$ cat config.mk
export PLATFORM = sky130hd
export DESIGN_NAME = sd_emmc_controller
export DESIGN_NICKNAME = d
export VERILOG_FILES = /design/src/common/sd_pkg.sv /design/src/verilog/sd_clock_divider.sv /design/src/verilog/sd_regs.sv /design/src/cmd/sd_cmd_serial_host.sv /design/src/cmd/sd_cmd_master.sv /design/src/verilog/sd_emmc_controller.sv
export SDC_FILE = /design/constraint.sdc
export NUM_CORES = 1
export LEC_CHECK = 0
export BUFFER_PORTS_ARGS = -buffer_cell sky130_fd_sc_hd__buf_4
export CELL_PAD_IN_SITES_DETAIL_PLACEMENT = 0
export CELL_PAD_IN_SITES_GLOBAL_PLACEMENT = 1
export CORE_UTILIZATION = 30
export CTS_CLUSTER_SIZE = 8
export DETAILED_ROUTE_END_ITERATION = 8
export MAX_ROUTING_LAYER = met4
export PLACE_DENSITY_LB_ADDON = 0.1
export SKIP_LAST_GASP = 1
export SYNTH_ARGS = -nofsm -noshare
export SYNTH_HDL_FRONTEND = slang
export SYNTH_SLANG_ARGS = --single-unit
$ cat constraint.sdc
create_clock -name wb_clk_i -period 12.09 [get_ports wb_clk_i]
set_clock_uncertainty 0.1 [all_clocks]
set_input_delay 0.6045 -clock wb_clk_i [delete_from_list [all_inputs] [get_ports wb_clk_i]]
set_output_delay 0.6045 -clock wb_clk_i [all_outputs]
set_load 0.005 [all_outputs]
$ cat src/common/sd_pkg.sv
`default_nettype none

package sd_pkg;

    typedef logic [31:0]  sd_word_t;
    typedef logic [5:0]   sd_cmd_index_t;
    // counted in sd clock periods
    typedef logic [15:0]  sd_timeout_t;
    typedef logic [7:0]   sd_divisor_t;
    typedef logic [3:0]   sd_reg_addr_t;
    typedef logic [119:0] sd_resp_long_t;
    typedef logic [4:0]   sd_int_status_t;

    typedef enum logic [1:0] {
        RESP_NONE  = 2'd0,
        RESP_SHORT = 2'd1,
        RESP_LONG  = 2'd2
    } sd_resp_type_e;

    // command as issued by the host
    typedef struct packed {
        sd_cmd_index_t index;
        sd_resp_type_e resp_type;
        sd_word_t      argument;
    } sd_cmd_req_t;

    // no_resp is high while the host waits for a start bit
    typedef struct packed {
        sd_resp_long_t payload;
        logic          crc_err;
        logic          index_err;
        logic          no_resp;
    } sd_cmd_result_t;

    // word addresses on the host bus
    localparam sd_reg_addr_t REG_ARGUMENT   = 4'd0;
    localparam sd_reg_addr_t REG_COMMAND    = 4'd1;
    localparam sd_reg_addr_t REG_TIMEOUT    = 4'd2;
    localparam sd_reg_addr_t REG_DIVISOR    = 4'd3;
    localparam sd_reg_addr_t REG_INT_STATUS = 4'd4;
    localparam sd_reg_addr_t REG_INT_ENABLE = 4'd5;
    localparam sd_reg_addr_t REG_RESP0      = 4'd6;
    localparam sd_reg_addr_t REG_RESP1      = 4'd7;
    localparam sd_reg_addr_t REG_RESP2      = 4'd8;
    localparam sd_reg_addr_t REG_RESP3      = 4'd9;

    // command interrupt status bits
    localparam int INT_CC   = 0;
    localparam int INT_EI   = 1;
    localparam int INT_CTE  = 2;
    localparam int INT_CCRC = 3;
    localparam int INT_CIE  = 4;

    localparam int CMD_FRAME_BITS  = 48;
    localparam int RESP_SHORT_BITS = 48;
    localparam int RESP_LONG_BITS  = 136;

endpackage

`default_nettype wire

$ cat src/verilog/sd_clock_divider.sv
`timescale 1ns/1ps
`default_nettype none

module sd_clock_divider (
    input  wire logic                wb_clk_i,
    input  wire logic                rst_n_i,
    input  wire sd_pkg::sd_divisor_t divisor_i,
    output logic                     sd_clk_o,
    output logic                     sd_strobe_o
);
    import sd_pkg::*;

    sd_divisor_t cnt_q;
    // divisor in use, reloaded at each toggle
    sd_divisor_t div_q;

    always_ff @(posedge wb_clk_i) begin
        if (!rst_n_i) begin
            cnt_q       <= '0;
            div_q       <= divisor_i;
            sd_clk_o    <= 1'b0;
            sd_strobe_o <= 1'b0;
        end else begin
            sd_strobe_o <= 1'b0;
            if (cnt_q == div_q) begin
                cnt_q       <= '0;
                div_q       <= divisor_i;
                sd_clk_o    <= ~sd_clk_o;
                // strobe lines up with the rising edge
                sd_strobe_o <= ~sd_clk_o;
            end else begin
                cnt_q <= cnt_q + 8'd1;
            end
        end
    end

endmodule

`default_nettype wire

$ cat src/verilog/sd_regs.sv
`timescale 1ns/1ps
`default_nettype none

module sd_regs #(
    parameter sd_pkg::sd_divisor_t DEFAULT_DIVISOR = 8'd2
) (
    input  wire logic                   wb_clk_i,
    input  wire logic                   rst_n_i,
    input  wire logic                   wb_cyc_i,
    input  wire logic                   wb_stb_i,
    input  wire logic                   wb_we_i,
    input  wire sd_pkg::sd_reg_addr_t   wb_adr_i,
    input  wire sd_pkg::sd_word_t       wb_dat_i,
    output sd_pkg::sd_word_t            wb_dat_o,
    output logic                        wb_ack_o,
    output logic                        cmd_start_o,
    output sd_pkg::sd_cmd_req_t         cmd_req_o,
    output sd_pkg::sd_timeout_t         cmd_timeout_o,
    output logic                        int_clear_o,
    output sd_pkg::sd_divisor_t         divisor_o,
    input  wire sd_pkg::sd_int_status_t int_status_i,
    input  wire sd_pkg::sd_resp_long_t  resp_i,
    input  wire logic                   busy_i,
    output logic                        interrupt_o
);
    import sd_pkg::*;

    sd_word_t       argument_q;
    sd_cmd_index_t  cmd_index_q;
    sd_resp_type_e  cmd_resp_q;
    sd_int_status_t int_enable_q;
    sd_word_t       rd_data;
    logic           wb_req;
    logic           wb_wr;

    // new request seen while ack is still low
    assign wb_req = wb_cyc_i && wb_stb_i && !wb_ack_o;
    assign wb_wr  = wb_req && wb_we_i;

    always_ff @(posedge wb_clk_i) begin
        if (!rst_n_i) begin
            wb_ack_o      <= 1'b0;
            cmd_start_o   <= 1'b0;
            int_clear_o   <= 1'b0;
            argument_q    <= '0;
            cmd_index_q   <= '0;
            cmd_resp_q    <= RESP_NONE;
            cmd_timeout_o <= '0;
            divisor_o     <= DEFAULT_DIVISOR;
            int_enable_q  <= '0;
        end else begin
            wb_ack_o    <= wb_req;
            cmd_start_o <= 1'b0;
            int_clear_o <= 1'b0;
            if (wb_wr) begin
                case (wb_adr_i)
                    REG_ARGUMENT: argument_q <= wb_dat_i;
                    REG_COMMAND: begin
                        // ignored while a command is in flight
                        if (!busy_i) begin
                            cmd_index_q <= wb_dat_i[5:0];
                            cmd_resp_q  <= sd_resp_type_e'(wb_dat_i[9:8]);
                            cmd_start_o <= 1'b1;
                        end
                    end
                    REG_TIMEOUT:    cmd_timeout_o <= wb_dat_i[15:0];
                    REG_DIVISOR:    divisor_o     <= wb_dat_i[7:0];
                    REG_INT_STATUS: int_clear_o   <= 1'b1;
                    REG_INT_ENABLE: int_enable_q  <= wb_dat_i[4:0];
                    default: ;
                endcase
            end
        end
    end

    always_comb begin
        cmd_req_o.index     = cmd_index_q;
        cmd_req_o.resp_type = cmd_resp_q;
        cmd_req_o.argument  = argument_q;
    end

    always_comb begin
        case (wb_adr_i)
            REG_ARGUMENT:   rd_data = argument_q;
            REG_COMMAND:    rd_data = {22'd0, cmd_resp_q, 2'd0, cmd_index_q};
            REG_TIMEOUT:    rd_data = sd_word_t'(cmd_timeout_o);
            REG_DIVISOR:    rd_data = sd_word_t'(divisor_o);
            REG_INT_STATUS: rd_data = sd_word_t'(int_status_i);
            REG_INT_ENABLE: rd_data = sd_word_t'(int_enable_q);
            REG_RESP0:      rd_data = resp_i[31:0];
            REG_RESP1:      rd_data = resp_i[63:32];
            REG_RESP2:      rd_data = resp_i[95:64];
            REG_RESP3:      rd_data = sd_word_t'(resp_i[119:96]);
            default:        rd_data = '0;
        endcase
    end

    // read data captured together with the ack
    always_ff @(posedge wb_clk_i) begin
        if (wb_req) begin
            wb_dat_o <= rd_data;
        end
    end

    assign interrupt_o = |(int_status_i & int_enable_q);

    // the bus master must hold stb until it sees the ack
    a_ack_with_stb: assert property (
        @(posedge wb_clk_i) disable iff (!rst_n_i) wb_ack_o |-> wb_stb_i
    ) else $error("wishbone ack without stb");

endmodule

`default_nettype wire

$ cat src/cmd/sd_cmd_serial_host.sv
`timescale 1ns/1ps
`default_nettype none

module sd_cmd_serial_host (
    input  wire logic                wb_clk_i,
    input  wire logic                rst_n_i,
    input  wire logic                sd_strobe_i,
    input  wire logic                xfr_start_i,
    input  wire sd_pkg::sd_cmd_req_t xfr_req_i,
    input  wire logic                xfr_abort_i,
    output logic                     xfr_done_o,
    output sd_pkg::sd_cmd_result_t   xfr_result_o,
    input  wire logic                sd_cmd_i,
    output logic                     sd_cmd_o,
    output logic                     sd_cmd_oe_o
);
    import sd_pkg::*;

    typedef enum logic [2:0] {IDLE, TX, WAIT_START, RX, FINISH} state_e;

    // bits covered by crc7 in a command or short response
    localparam int CRC_SPAN = CMD_FRAME_BITS - 8;

    state_e        state_q;
    sd_cmd_req_t   req_q;
    logic [127:0]  shift_q;
    logic [7:0]    bit_cnt_q;
    logic [6:0]    crc_q;
    logic [7:0]    resp_len;
    sd_resp_long_t payload_q;
    logic          crc_err_q;
    logic          index_err_q;

    // x^7 + x^3 + 1
    function automatic logic [6:0] crc7_step(input logic [6:0] crc, input logic din);
        logic fb;
        fb = din ^ crc[6];
        return {crc[5:0], 1'b0} ^ (fb ? 7'h09 : 7'h00);
    endfunction

    assign resp_len = (req_q.resp_type == RESP_LONG) ? 8'(RESP_LONG_BITS)
                                                     : 8'(RESP_SHORT_BITS);

    always_ff @(posedge wb_clk_i) begin
        if (!rst_n_i) begin
            state_q     <= IDLE;
            sd_cmd_o    <= 1'b1;
            sd_cmd_oe_o <= 1'b0;
            xfr_done_o  <= 1'b0;
            bit_cnt_q   <= '0;
            crc_q       <= '0;
            crc_err_q   <= 1'b0;
            index_err_q <= 1'b0;
        end else if (xfr_abort_i) begin
            state_q     <= IDLE;
            sd_cmd_o    <= 1'b1;
            sd_cmd_oe_o <= 1'b0;
            xfr_done_o  <= 1'b0;
        end else begin
            xfr_done_o <= 1'b0;
            case (state_q)
                IDLE: begin
                    if (xfr_start_i) begin
                        req_q            <= xfr_req_i;
                        // start bit, direction bit, index, argument
                        shift_q[127:88]  <= {2'b01, xfr_req_i.index, xfr_req_i.argument};
                        bit_cnt_q        <= '0;
                        crc_q            <= '0;
                        state_q          <= TX;
                    end
                end
                TX: begin
                    if (sd_strobe_i) begin
                        bit_cnt_q   <= bit_cnt_q + 8'd1;
                        sd_cmd_oe_o <= 1'b1;
                        if (bit_cnt_q < CRC_SPAN) begin
                            sd_cmd_o <= shift_q[127];
                            shift_q  <= {shift_q[126:0], 1'b0};
                            crc_q    <= crc7_step(crc_q, shift_q[127]);
                        end else if (bit_cnt_q < CMD_FRAME_BITS - 1) begin
                            sd_cmd_o <= crc_q[6];
                            crc_q    <= {crc_q[5:0], 1'b0};
                        end else if (bit_cnt_q == CMD_FRAME_BITS - 1) begin
                            sd_cmd_o <= 1'b1;
                        end else begin
                            // end bit held one period, release the line
                            sd_cmd_oe_o <= 1'b0;
                            bit_cnt_q   <= '0;
                            crc_q       <= '0;
                            state_q     <= (req_q.resp_type == RESP_NONE) ? FINISH : WAIT_START;
                        end
                    end
                end
                WAIT_START: begin
                    if (sd_strobe_i && !sd_cmd_i) begin
                        shift_q   <= {shift_q[126:0], 1'b0};
                        bit_cnt_q <= 8'd1;
                        state_q   <= RX;
                    end
                end
                RX: begin
                    if (sd_strobe_i) begin
                        shift_q   <= {shift_q[126:0], sd_cmd_i};
                        bit_cnt_q <= bit_cnt_q + 8'd1;
                        if (bit_cnt_q < CRC_SPAN) begin
                            crc_q <= crc7_step(crc_q, sd_cmd_i);
                        end
                        if (bit_cnt_q == resp_len - 8'd1) begin
                            state_q <= FINISH;
                        end
                    end
                end
                FINISH: begin
                    xfr_done_o  <= 1'b1;
                    payload_q   <= '0;
                    crc_err_q   <= 1'b0;
                    index_err_q <= 1'b0;
                    if (req_q.resp_type == RESP_LONG) begin
                        // cid/csd without the crc byte
                        payload_q <= shift_q[127:8];
                    end else if (req_q.resp_type != RESP_NONE) begin
                        payload_q[31:0] <= shift_q[39:8];
                        crc_err_q       <= (crc_q != shift_q[7:1]);
                        index_err_q     <= (shift_q[45:40] != req_q.index);
                    end
                    state_q <= IDLE;
                end
                default: state_q <= IDLE;
            endcase
        end
    end

    always_comb begin
        xfr_result_o.payload   = payload_q;
        xfr_result_o.crc_err   = crc_err_q;
        xfr_result_o.index_err = index_err_q;
        xfr_result_o.no_resp   = (state_q == WAIT_START);
    end

    // the card owns the line from the end bit until the response is in
    a_oe_low_in_rx: assert property (
        @(posedge wb_clk_i) disable iff (!rst_n_i)
        (state_q inside {WAIT_START, RX}) |-> !sd_cmd_oe_o
    ) else $error("command line driven while receiving");

endmodule

`default_nettype wire

$ cat src/cmd/sd_cmd_master.sv
`timescale 1ns/1ps
`default_nettype none

module sd_cmd_master (
    input  wire logic                   wb_clk_i,
    input  wire logic                   rst_n_i,
    input  wire logic                   sd_strobe_i,
    input  wire logic                   cmd_start_i,
    input  wire sd_pkg::sd_cmd_req_t    cmd_req_i,
    input  wire sd_pkg::sd_timeout_t    cmd_timeout_i,
    input  wire logic                   int_clear_i,
    output sd_pkg::sd_int_status_t      int_status_o,
    output sd_pkg::sd_resp_long_t       resp_o,
    output logic                        busy_o,
    output logic                        xfr_start_o,
    output sd_pkg::sd_cmd_req_t         xfr_req_o,
    output logic                        xfr_abort_o,
    input  wire logic                   xfr_done_i,
    input  wire sd_pkg::sd_cmd_result_t xfr_result_i
);
    import sd_pkg::*;

    typedef enum logic [1:0] {IDLE, SEND, WAIT} state_e;

    // timeout completes the command with an error
    localparam sd_int_status_t TMO_BITS =
        sd_int_status_t'((1 << INT_CC) | (1 << INT_EI) | (1 << INT_CTE));

    state_e         state_q;
    sd_timeout_t    tmo_cnt_q;
    sd_int_status_t status_base;
    sd_int_status_t done_bits;

    always_comb begin
        // a clear in the same cycle as a new event keeps the event
        status_base = int_clear_i ? '0 : int_status_o;

        done_bits           = '0;
        done_bits[INT_CC]   = 1'b1;
        done_bits[INT_EI]   = xfr_result_i.crc_err || xfr_result_i.index_err;
        done_bits[INT_CCRC] = xfr_result_i.crc_err;
        done_bits[INT_CIE]  = xfr_result_i.index_err;
    end

    always_ff @(posedge wb_clk_i) begin
        if (!rst_n_i) begin
            state_q      <= IDLE;
            tmo_cnt_q    <= '0;
            int_status_o <= '0;
            resp_o       <= '0;
            xfr_start_o  <= 1'b0;
            xfr_abort_o  <= 1'b0;
        end else begin
            xfr_start_o  <= 1'b0;
            xfr_abort_o  <= 1'b0;
            int_status_o <= status_base;
            case (state_q)
                IDLE: begin
                    if (cmd_start_i) begin
                        xfr_req_o   <= cmd_req_i;
                        xfr_start_o <= 1'b1;
                        tmo_cnt_q   <= '0;
                        state_q     <= SEND;
                    end
                end
                SEND: begin
                    // done here only for commands without a response
                    if (xfr_done_i) begin
                        int_status_o <= status_base | done_bits;
                        state_q      <= IDLE;
                    end else if (xfr_result_i.no_resp) begin
                        state_q <= WAIT;
                    end
                end
                WAIT: begin
                    if (xfr_done_i) begin
                        resp_o       <= xfr_result_i.payload;
                        int_status_o <= status_base | done_bits;
                        state_q      <= IDLE;
                    end else if (sd_strobe_i && xfr_result_i.no_resp) begin
                        if (tmo_cnt_q + 16'd1 >= cmd_timeout_i) begin
                            xfr_abort_o  <= 1'b1;
                            int_status_o <= status_base | TMO_BITS;
                            state_q      <= IDLE;
                        end else begin
                            tmo_cnt_q <= tmo_cnt_q + 16'd1;
                        end
                    end
                end
                default: state_q <= IDLE;
            endcase
        end
    end

    assign busy_o = (state_q != IDLE);

    // register block must hold off new commands while one is running
    a_no_start_busy: assert property (
        @(posedge wb_clk_i) disable iff (!rst_n_i) cmd_start_i |-> !busy_o
    ) else $error("command start while busy");

endmodule

`default_nettype wire

$ cat src/verilog/sd_emmc_controller.sv
`timescale 1ns/1ps
`default_nettype none

module sd_emmc_controller #(
    parameter sd_pkg::sd_divisor_t DEFAULT_DIVISOR = 8'd2
) (
    input  wire logic                 wb_clk_i,
    input  wire logic                 rst_n_i,
    input  wire logic                 wb_cyc_i,
    input  wire logic                 wb_stb_i,
    input  wire logic                 wb_we_i,
    input  wire sd_pkg::sd_reg_addr_t wb_adr_i,
    input  wire sd_pkg::sd_word_t     wb_dat_i,
    output sd_pkg::sd_word_t          wb_dat_o,
    output logic                      wb_ack_o,
    output logic                      sd_clk_o,
    output logic                      sd_cmd_o,
    output logic                      sd_cmd_oe_o,
    input  wire logic                 sd_cmd_i,
    output logic                      interrupt_o
);
    import sd_pkg::*;

    sd_divisor_t    divisor;
    logic           sd_strobe;
    logic           cmd_start;
    sd_cmd_req_t    cmd_req;
    sd_timeout_t    cmd_timeout;
    logic           int_clear;
    sd_int_status_t int_status;
    sd_resp_long_t  resp;
    logic           busy;

    // between command master and serial host
    logic           xfr_start;
    sd_cmd_req_t    xfr_req;
    logic           xfr_abort;
    logic           xfr_done;
    sd_cmd_result_t xfr_result;

    sd_regs #(
        .DEFAULT_DIVISOR(DEFAULT_DIVISOR)
    ) u_regs (
        .wb_clk_i     (wb_clk_i),
        .rst_n_i      (rst_n_i),
        .wb_cyc_i     (wb_cyc_i),
        .wb_stb_i     (wb_stb_i),
        .wb_we_i      (wb_we_i),
        .wb_adr_i     (wb_adr_i),
        .wb_dat_i     (wb_dat_i),
        .wb_dat_o     (wb_dat_o),
        .wb_ack_o     (wb_ack_o),
        .cmd_start_o  (cmd_start),
        .cmd_req_o    (cmd_req),
        .cmd_timeout_o(cmd_timeout),
        .int_clear_o  (int_clear),
        .divisor_o    (divisor),
        .int_status_i (int_status),
        .resp_i       (resp),
        .busy_i       (busy),
        .interrupt_o  (interrupt_o)
    );

    sd_clock_divider u_clock_divider (
        .wb_clk_i   (wb_clk_i),
        .rst_n_i    (rst_n_i),
        .divisor_i  (divisor),
        .sd_clk_o   (sd_clk_o),
        .sd_strobe_o(sd_strobe)
    );

    sd_cmd_master u_cmd_master (
        .wb_clk_i     (wb_clk_i),
        .rst_n_i      (rst_n_i),
        .sd_strobe_i  (sd_strobe),
        .cmd_start_i  (cmd_start),
        .cmd_req_i    (cmd_req),
        .cmd_timeout_i(cmd_timeout),
        .int_clear_i  (int_clear),
        .int_status_o (int_status),
        .resp_o       (resp),
        .busy_o       (busy),
        .xfr_start_o  (xfr_start),
        .xfr_req_o    (xfr_req),
        .xfr_abort_o  (xfr_abort),
        .xfr_done_i   (xfr_done),
        .xfr_result_i (xfr_result)
    );

    sd_cmd_serial_host u_cmd_serial_host (
        .wb_clk_i    (wb_clk_i),
        .rst_n_i     (rst_n_i),
        .sd_strobe_i (sd_strobe),
        .xfr_start_i (xfr_start),
        .xfr_req_i   (xfr_req),
        .xfr_abort_i (xfr_abort),
        .xfr_done_o  (xfr_done),
        .xfr_result_o(xfr_result),
        .sd_cmd_i    (sd_cmd_i),
        .sd_cmd_o    (sd_cmd_o),
        .sd_cmd_oe_o (sd_cmd_oe_o)
    );

endmodule

`default_nettype wire

[After elaboration in Yosys (flattened, before gate mapping)]
Cells that the tools add are included.
Word-level totals
  register bits: 586
  latch bits: 0
  bits in writable memories: 0
  bits in read-only memories: 0
  input bits: 42
  output and inout port bits: 37
  word-level logic and storage cells: 216
  memories kept: 0
Cells by class
  add/subtract/negate cells: 4
  $mul: 0
  divide/modulo/power cells: 0
  magnitude comparators: 3
  eq/ne operators: 40
  shifts and indexed selects: 0
  mux-type cells: 74
  bitwise operators: 12
  reductions and logical operators: 46
Operators by type and width (count)
  2-to-1 mux 128 bit: 4
  one-hot mux 32 bit (10 select lines): 1
  one-hot mux 88 bit (3 select lines): 1
  one-hot mux 40 bit (4 select lines): 1
  2-to-1 mux 8 bit: 10
  2-to-1 mux 16 bit: 4
  2-to-1 mux 32 bit: 2
  2-to-1 mux 7 bit: 7
  2-to-1 mux 40 bit: 1
  2-to-1 mux 3 bit: 11
  one-hot mux 16 bit (2 select lines): 1
  one-hot mux 8 bit (4 select lines): 1
  one-hot mux 7 bit (3 select lines): 1
  AND reduction 2 bit: 10
  != test 2 bit, second input constant: 9
  adder 16 x 1 -> 16 bit, second input constant: 1
  adder 8 x 1 -> 8 bit, second input constant: 2
  == test 4 x 3 -> 1 bit, second input constant: 4
  == test 8 bit: 2
  greater-or-equal comparator 16 bit: 1
  less-than comparator 8 x 6 -> 1 bit, second input constant: 2
  AND reduction 8 bit: 2
  2-to-1 mux 1 bit: 15
  2-to-1 mux 5 bit: 3
  42 further kinds: 83

[Longest topological paths before layout]
  depth in word-level cells: 7
  depth in mapped cells: 14
  mapped depth without buffers: 13

[Modules after synthesis]
Synthesis repeated with hierarchy kept, for this count alone.
Second synthesis, totals
  cell total of the unflattened synthesis: 2166
  area, all modules: 24344.6 µm²
By module, submodules not included
  sd_cmd_serial_host: times used 1, cells each 707, area each 10560.1 µm², seq. area each 8147.8 µm²
  sd_cmd_master: times used 1, cells each 809, area each 7483.4 µm², seq. area each 4103.9 µm²
  sd_regs: times used 1, cells each 592, area each 5599.1 µm², seq. area each 2402.3 µm²
  sd_clock_divider: times used 1, cells each 58, area each 701.9 µm², seq. area each 440.4 µm²

[Least setup slack after synthesis]
No wires, ideal clock.
  path type: reg-to-reg
  start: reg u_cmd_serial_host.state_q[1]
  end: reg u_cmd_serial_host.shift_q[0], enable pin
  library setup time: 0.781 ns
  arrival: 10.000 ns
  data required time: 11.209 ns
  slack: 1.209 ns
  stages on the path, launching flop included: 5
  path buffers: 2
  clock period less this slack: 10.881 ns
  path through: dfxtp_1 > clkbuf_1 > clkbuf_1 > a31oi_1 > nor4b_1
Between the ends
  cells in the longest elaborated chain, start to end: 3
  elaborated cells on any way between the ends: 9
  classes of those cells: 7 x eq/ne; 2 x reduce/logical
Ends and longest elaborated chain
  from (decl): RTL line sd_cmd_serial_host.sv:24  | state_e state_q;
  from (signal assigned): RTL line sd_cmd_serial_host.sv:90  | state_q <= (req_q.resp_type == RESP_NONE) ? FINISH : WAIT_START;
  == test 3 x 1 -> 1 bit or == test 3 x 2 -> 1 bit (tied branches): RTL line sd_cmd_serial_host.sv:61  | case (state_q)
  != test 2 x 1 -> 1 bit (no source line), or another cell as far along
  AND reduction 7 bit (no source line) *
  to (signal assigned): RTL line sd_cmd_serial_host.sv:78  | shift_q <= {shift_q[126:0], 1'b0};
  to (signal assigned): RTL line sd_cmd_serial_host.sv:96  | shift_q <= {shift_q[126:0], 1'b0};
  to (signal assigned): RTL line sd_cmd_serial_host.sv:103  | shift_q <= {shift_q[126:0], sd_cmd_i};
  to (decl): RTL line sd_cmd_serial_host.sv:26  | logic [127:0] shift_q;
Mark *: on every way between the ends. The rest lies on a longest branch, timed or not.
A chain may end at the register's enable or synchronous reset.

[Final worst setup path]
  start: reg u_cmd_master.tmo_cnt_q[0]
  end: reg u_cmd_master.tmo_cnt_q[12]
Between the ends
  cells in the longest elaborated chain, start to end: 5
  elaborated cells on any way between the ends: 8
  classes of those cells: 1 x add/sub; 1 x order compare; 1 x eq/ne; 4 x mux; 1 x reduce/logical
Ends and longest elaborated chain
  from (decl): RTL line sd_cmd_master.sv:30  | sd_timeout_t tmo_cnt_q;
  from (signal assigned): RTL line sd_cmd_master.sv:86  | tmo_cnt_q <= tmo_cnt_q + 16'd1;
  adder 16 x 1 -> 16 bit *: RTL line sd_cmd_master.sv:81, sd_cmd_master.sv:86
  parallel branches: the longest is 4 deep, another holds greater-or-equal comparator 16 bit
Mark *: on every way between the ends. The select of a mux whose other input is x is not followed.

==> impl_results.md <==
- Final core utilization: between 30% and 40%
- Cell Area, Synth: about 23000 um^2
- Largest net degree at the start of global routing: 92
- Power Dens Cells: 181 nW/um^2
- Max Root-Sink Buffers: 3
- I/O Pins: 79
- Max VDD drop: 0.000101 V
- Final Max Slew Viols: 0
- Post-Syn Nets: just over 2000
- DRT Pass-1 Iters: 8
- Main combinational cell family by area after synthesis: simple AND/OR/NAND/NOR gates
- RSZ-0062 raised after global routing: false
- Post-CTS sizing: 0
- Initial Util: 30.4%
- CTS Hold Bufs: 0
- H-tree levels: 3
- Area leader, netlist: edfxtp_1
- Simple-Gate Fraction of Synth Area: 15.3%
- Setup CP Type: flip-flop to flip-flop
- Number of synthesized register bits: 586
- Final Cell Area: ~27000 um^2
- Root Buffer: clkbuf_16
- Post-synthesis xor/xnor area fraction: between 1.5 and 2%
- Worst Hold Class: input port to flip-flop
- Final number of setup-violating endpoints: 0
- CP endpoint kind: flip-flop
- DR vias/cell: 4.95
- CTS buffer count: 83
- Worst Setup Start Kind: flip-flop
- CTS tree: done
- Most frequent cells after synthesis: nand2_1, edfxtp_1, dfxtp_1
- Critical Path AT: 4.47 ns
- Non-Filler Instances: 3076
- Post-CTS Setup Repair Bufs: 0
- Top-count cell post-synth: nand2_1
- Lkg Pwr: between 8 and 9 nW
- Post-DRT Antenna Nets: 0
- Die Footprint: 76900 um^2
- Tcrit/Tclk final: 33.4%
- HPWL Detailed: 42100 um
- R2R Setup Slk: 8.05 ns
- Synth Area in Adders: 1.21%
- Gr usage total: between 15 and 20%
- Cell area after placement: 24400 um^2
- Status: finished clean
- Required @ worst endpoint: 12.52 ns
- Ant. Diodes: 0
- Post-synth top flop: edfxtp_1
- Post-route DRC: 0
- Least-Margin Pin Slew: 1.09 ns
- DR vias: between 15000 and 20000
- Detailed Route Iter0 Violations: 1110
- Fin crit period: 4.04 ns
- Grt total ovfl: 0
- Synthesis Warnings: 0
- Fill count: around 7300
- Vias in the first global route: about 15000
- Syn_area_per_cell: 11.5 um^2
- Asr flop ratio synth: 0%
- Die W: 277 um
- Final wirelength: 67600 um
- Post-synth EDFFs: 336
- Max FO, Critical Path: 13
- Gate Count Post-Synth: 1971
- WL per Instance: 22.0 um
- Multi-input gate area: 7170 um^2
- Yosys top cell area share: 44.4%
- Number of port buffers: 78
- Clk sinks: 586
- Initial antenna violation count: 4
- FF+latch area: around 15000 um^2
- First-pass GRT wire length: 101000 um
- Mux share of post-synthesis cell area: 3.16%
- Clk Latency, worst-skew pair: about 0.62 ns
- Setup TNS: 0 ns
- Layout cell share with drive strength beyond 1: roughly 12%
- Sequential element share of the synthesized area: 66.4%
- Largest cells by area after synthesis: edfxtp_1, dfxtp_1, nand2_1
- Synth unique cells: 68
- Layout area overhead: 17.9%
- Placer congestion estimate: 0.801
- Final Hold Viols: 0
- Inst Count DP: roughly 2900
- Max-Cap Viols: 0
- F_max: 247 MHz
- Final nets: 2107
- Synth Area in Compound Gates: 9.68%
- CTS clk-pin slew, worst paths: 0.05 ns
- Max transition margin: 27.3%
- Core box area: 74700 um^2
- Die height: 277 um
- Placement Rows: 100
==> worst max-delay path, stage by stage (launching register included) <==
cell	delay [ns]
dfxtp_1	0.41
ha_1	0.23
nand3_1	0.18
nor2_1	0.32
nand3_1	0.26
nor2_1	0.23
xor2_1	0.17
ha_1	0.26
nand4_1	0.12
nor3_1	0.10
a21oi_1	0.31
nand3_1	0.53
or4_1	0.58
a31oi_1	0.16
==> state kept, by name, summed over array words and instances, names as in the netlist, 16 cells and up <==
name / flops
u_cmd_serial_host.payload_q: 120
u_cmd_master.resp_o: 120
u_regs.cmd_timeout_o: 16
u_regs.argument_q: 32
u_regs.wb_dat_o: 32
u_cmd_master.tmo_cnt_q: 16
u_cmd_master.xfr_req_o: 40
u_cmd_serial_host.shift_q: 128
==> report_power, final <==
part | switching, mW | total, mW | leakage (nW) | internal [mW]
logic | 0.236 | 0.375 | 2.81 | 0.139
registers | 0.0608 | 2.30 | 5.02 | 2.24
clock network | 0.861 | 2.19 | 1.16 | 1.33
total | 1.16 | 4.86 | 8.99 | 3.71
==> layer usage <==
metal | global-route usage [%] | wire length [um] | vias up
met3 | 2.86 | 3410 | 76
met1 | 24.5 | 31500 | 7626
met5 | - | 0 | -
met2 | 28.2 | 31500 | 352
met4 | 4.87 | 1120 | 0
li1 | - | - | 7179
==> placed cells by master (no fill, tap or decap), drive strengths merged, types with 11 or more instances in the layout <==
master	count
nand2	405
edfxtp	336
dfxtp	250
a21oi	193
clkbuf	146
buf	102
and2	91
nor2	81
a22oi	79
nand3	40
mux2	39
nor2b	39
inv	33
mux2i	28
xor2	26
ha	22
xnor2	19
o21ai	19
nor3	19
nand4	18
and3	11
==> metrics by stage <==
stage,hold WS (ns),power (mW),setup WS [ns]
after floorplan,0.300,2.60,1.21
after global placement,0.303,2.71,8.19
after detailed placement,0.305,2.72,8.11
after CTS,0.107,4.94,8.10
after global routing,0.131,5.05,7.59
final,0.140,4.86,8.05
==> path summary, 6_finish.rpt <==
kind	startpoint	endpoint	cells after the start
worst max-delay path	u_cmd_master.tmo_cnt_q[0]	u_cmd_master.tmo_cnt_q[12]	13
worst min-delay path	wb_dat_i[26]	u_regs.argument_q[26]	3
worst max register to register	u_cmd_master.tmo_cnt_q[0]	u_cmd_master.tmo_cnt_q[12]	13
worst min register to register	u_cmd_master.xfr_req_o[32]	u_cmd_serial_host.req_q[32]	0
==> area by class of cell <==
type	count	area share (%)
tap	969	4.52
clock buffer	146	8.90
multi-input combinational	1239	26.8
inverter	31	0.453
sequential	586	56.3
clock inverter	3	0.210
timing repair buffer	102	2.86
==> cell families after synthesis <==
kind of cell             after synthesis
buffers and inverters                146
multiplexers                          67
flip-flops                           586
XOR/XNOR                              45
AND/OR/NAND/NOR                      751
AO/OA/AOI/OAI                        354
adder cells (fa/ha/maj)               22
Power figures use the tool's default switching activity.
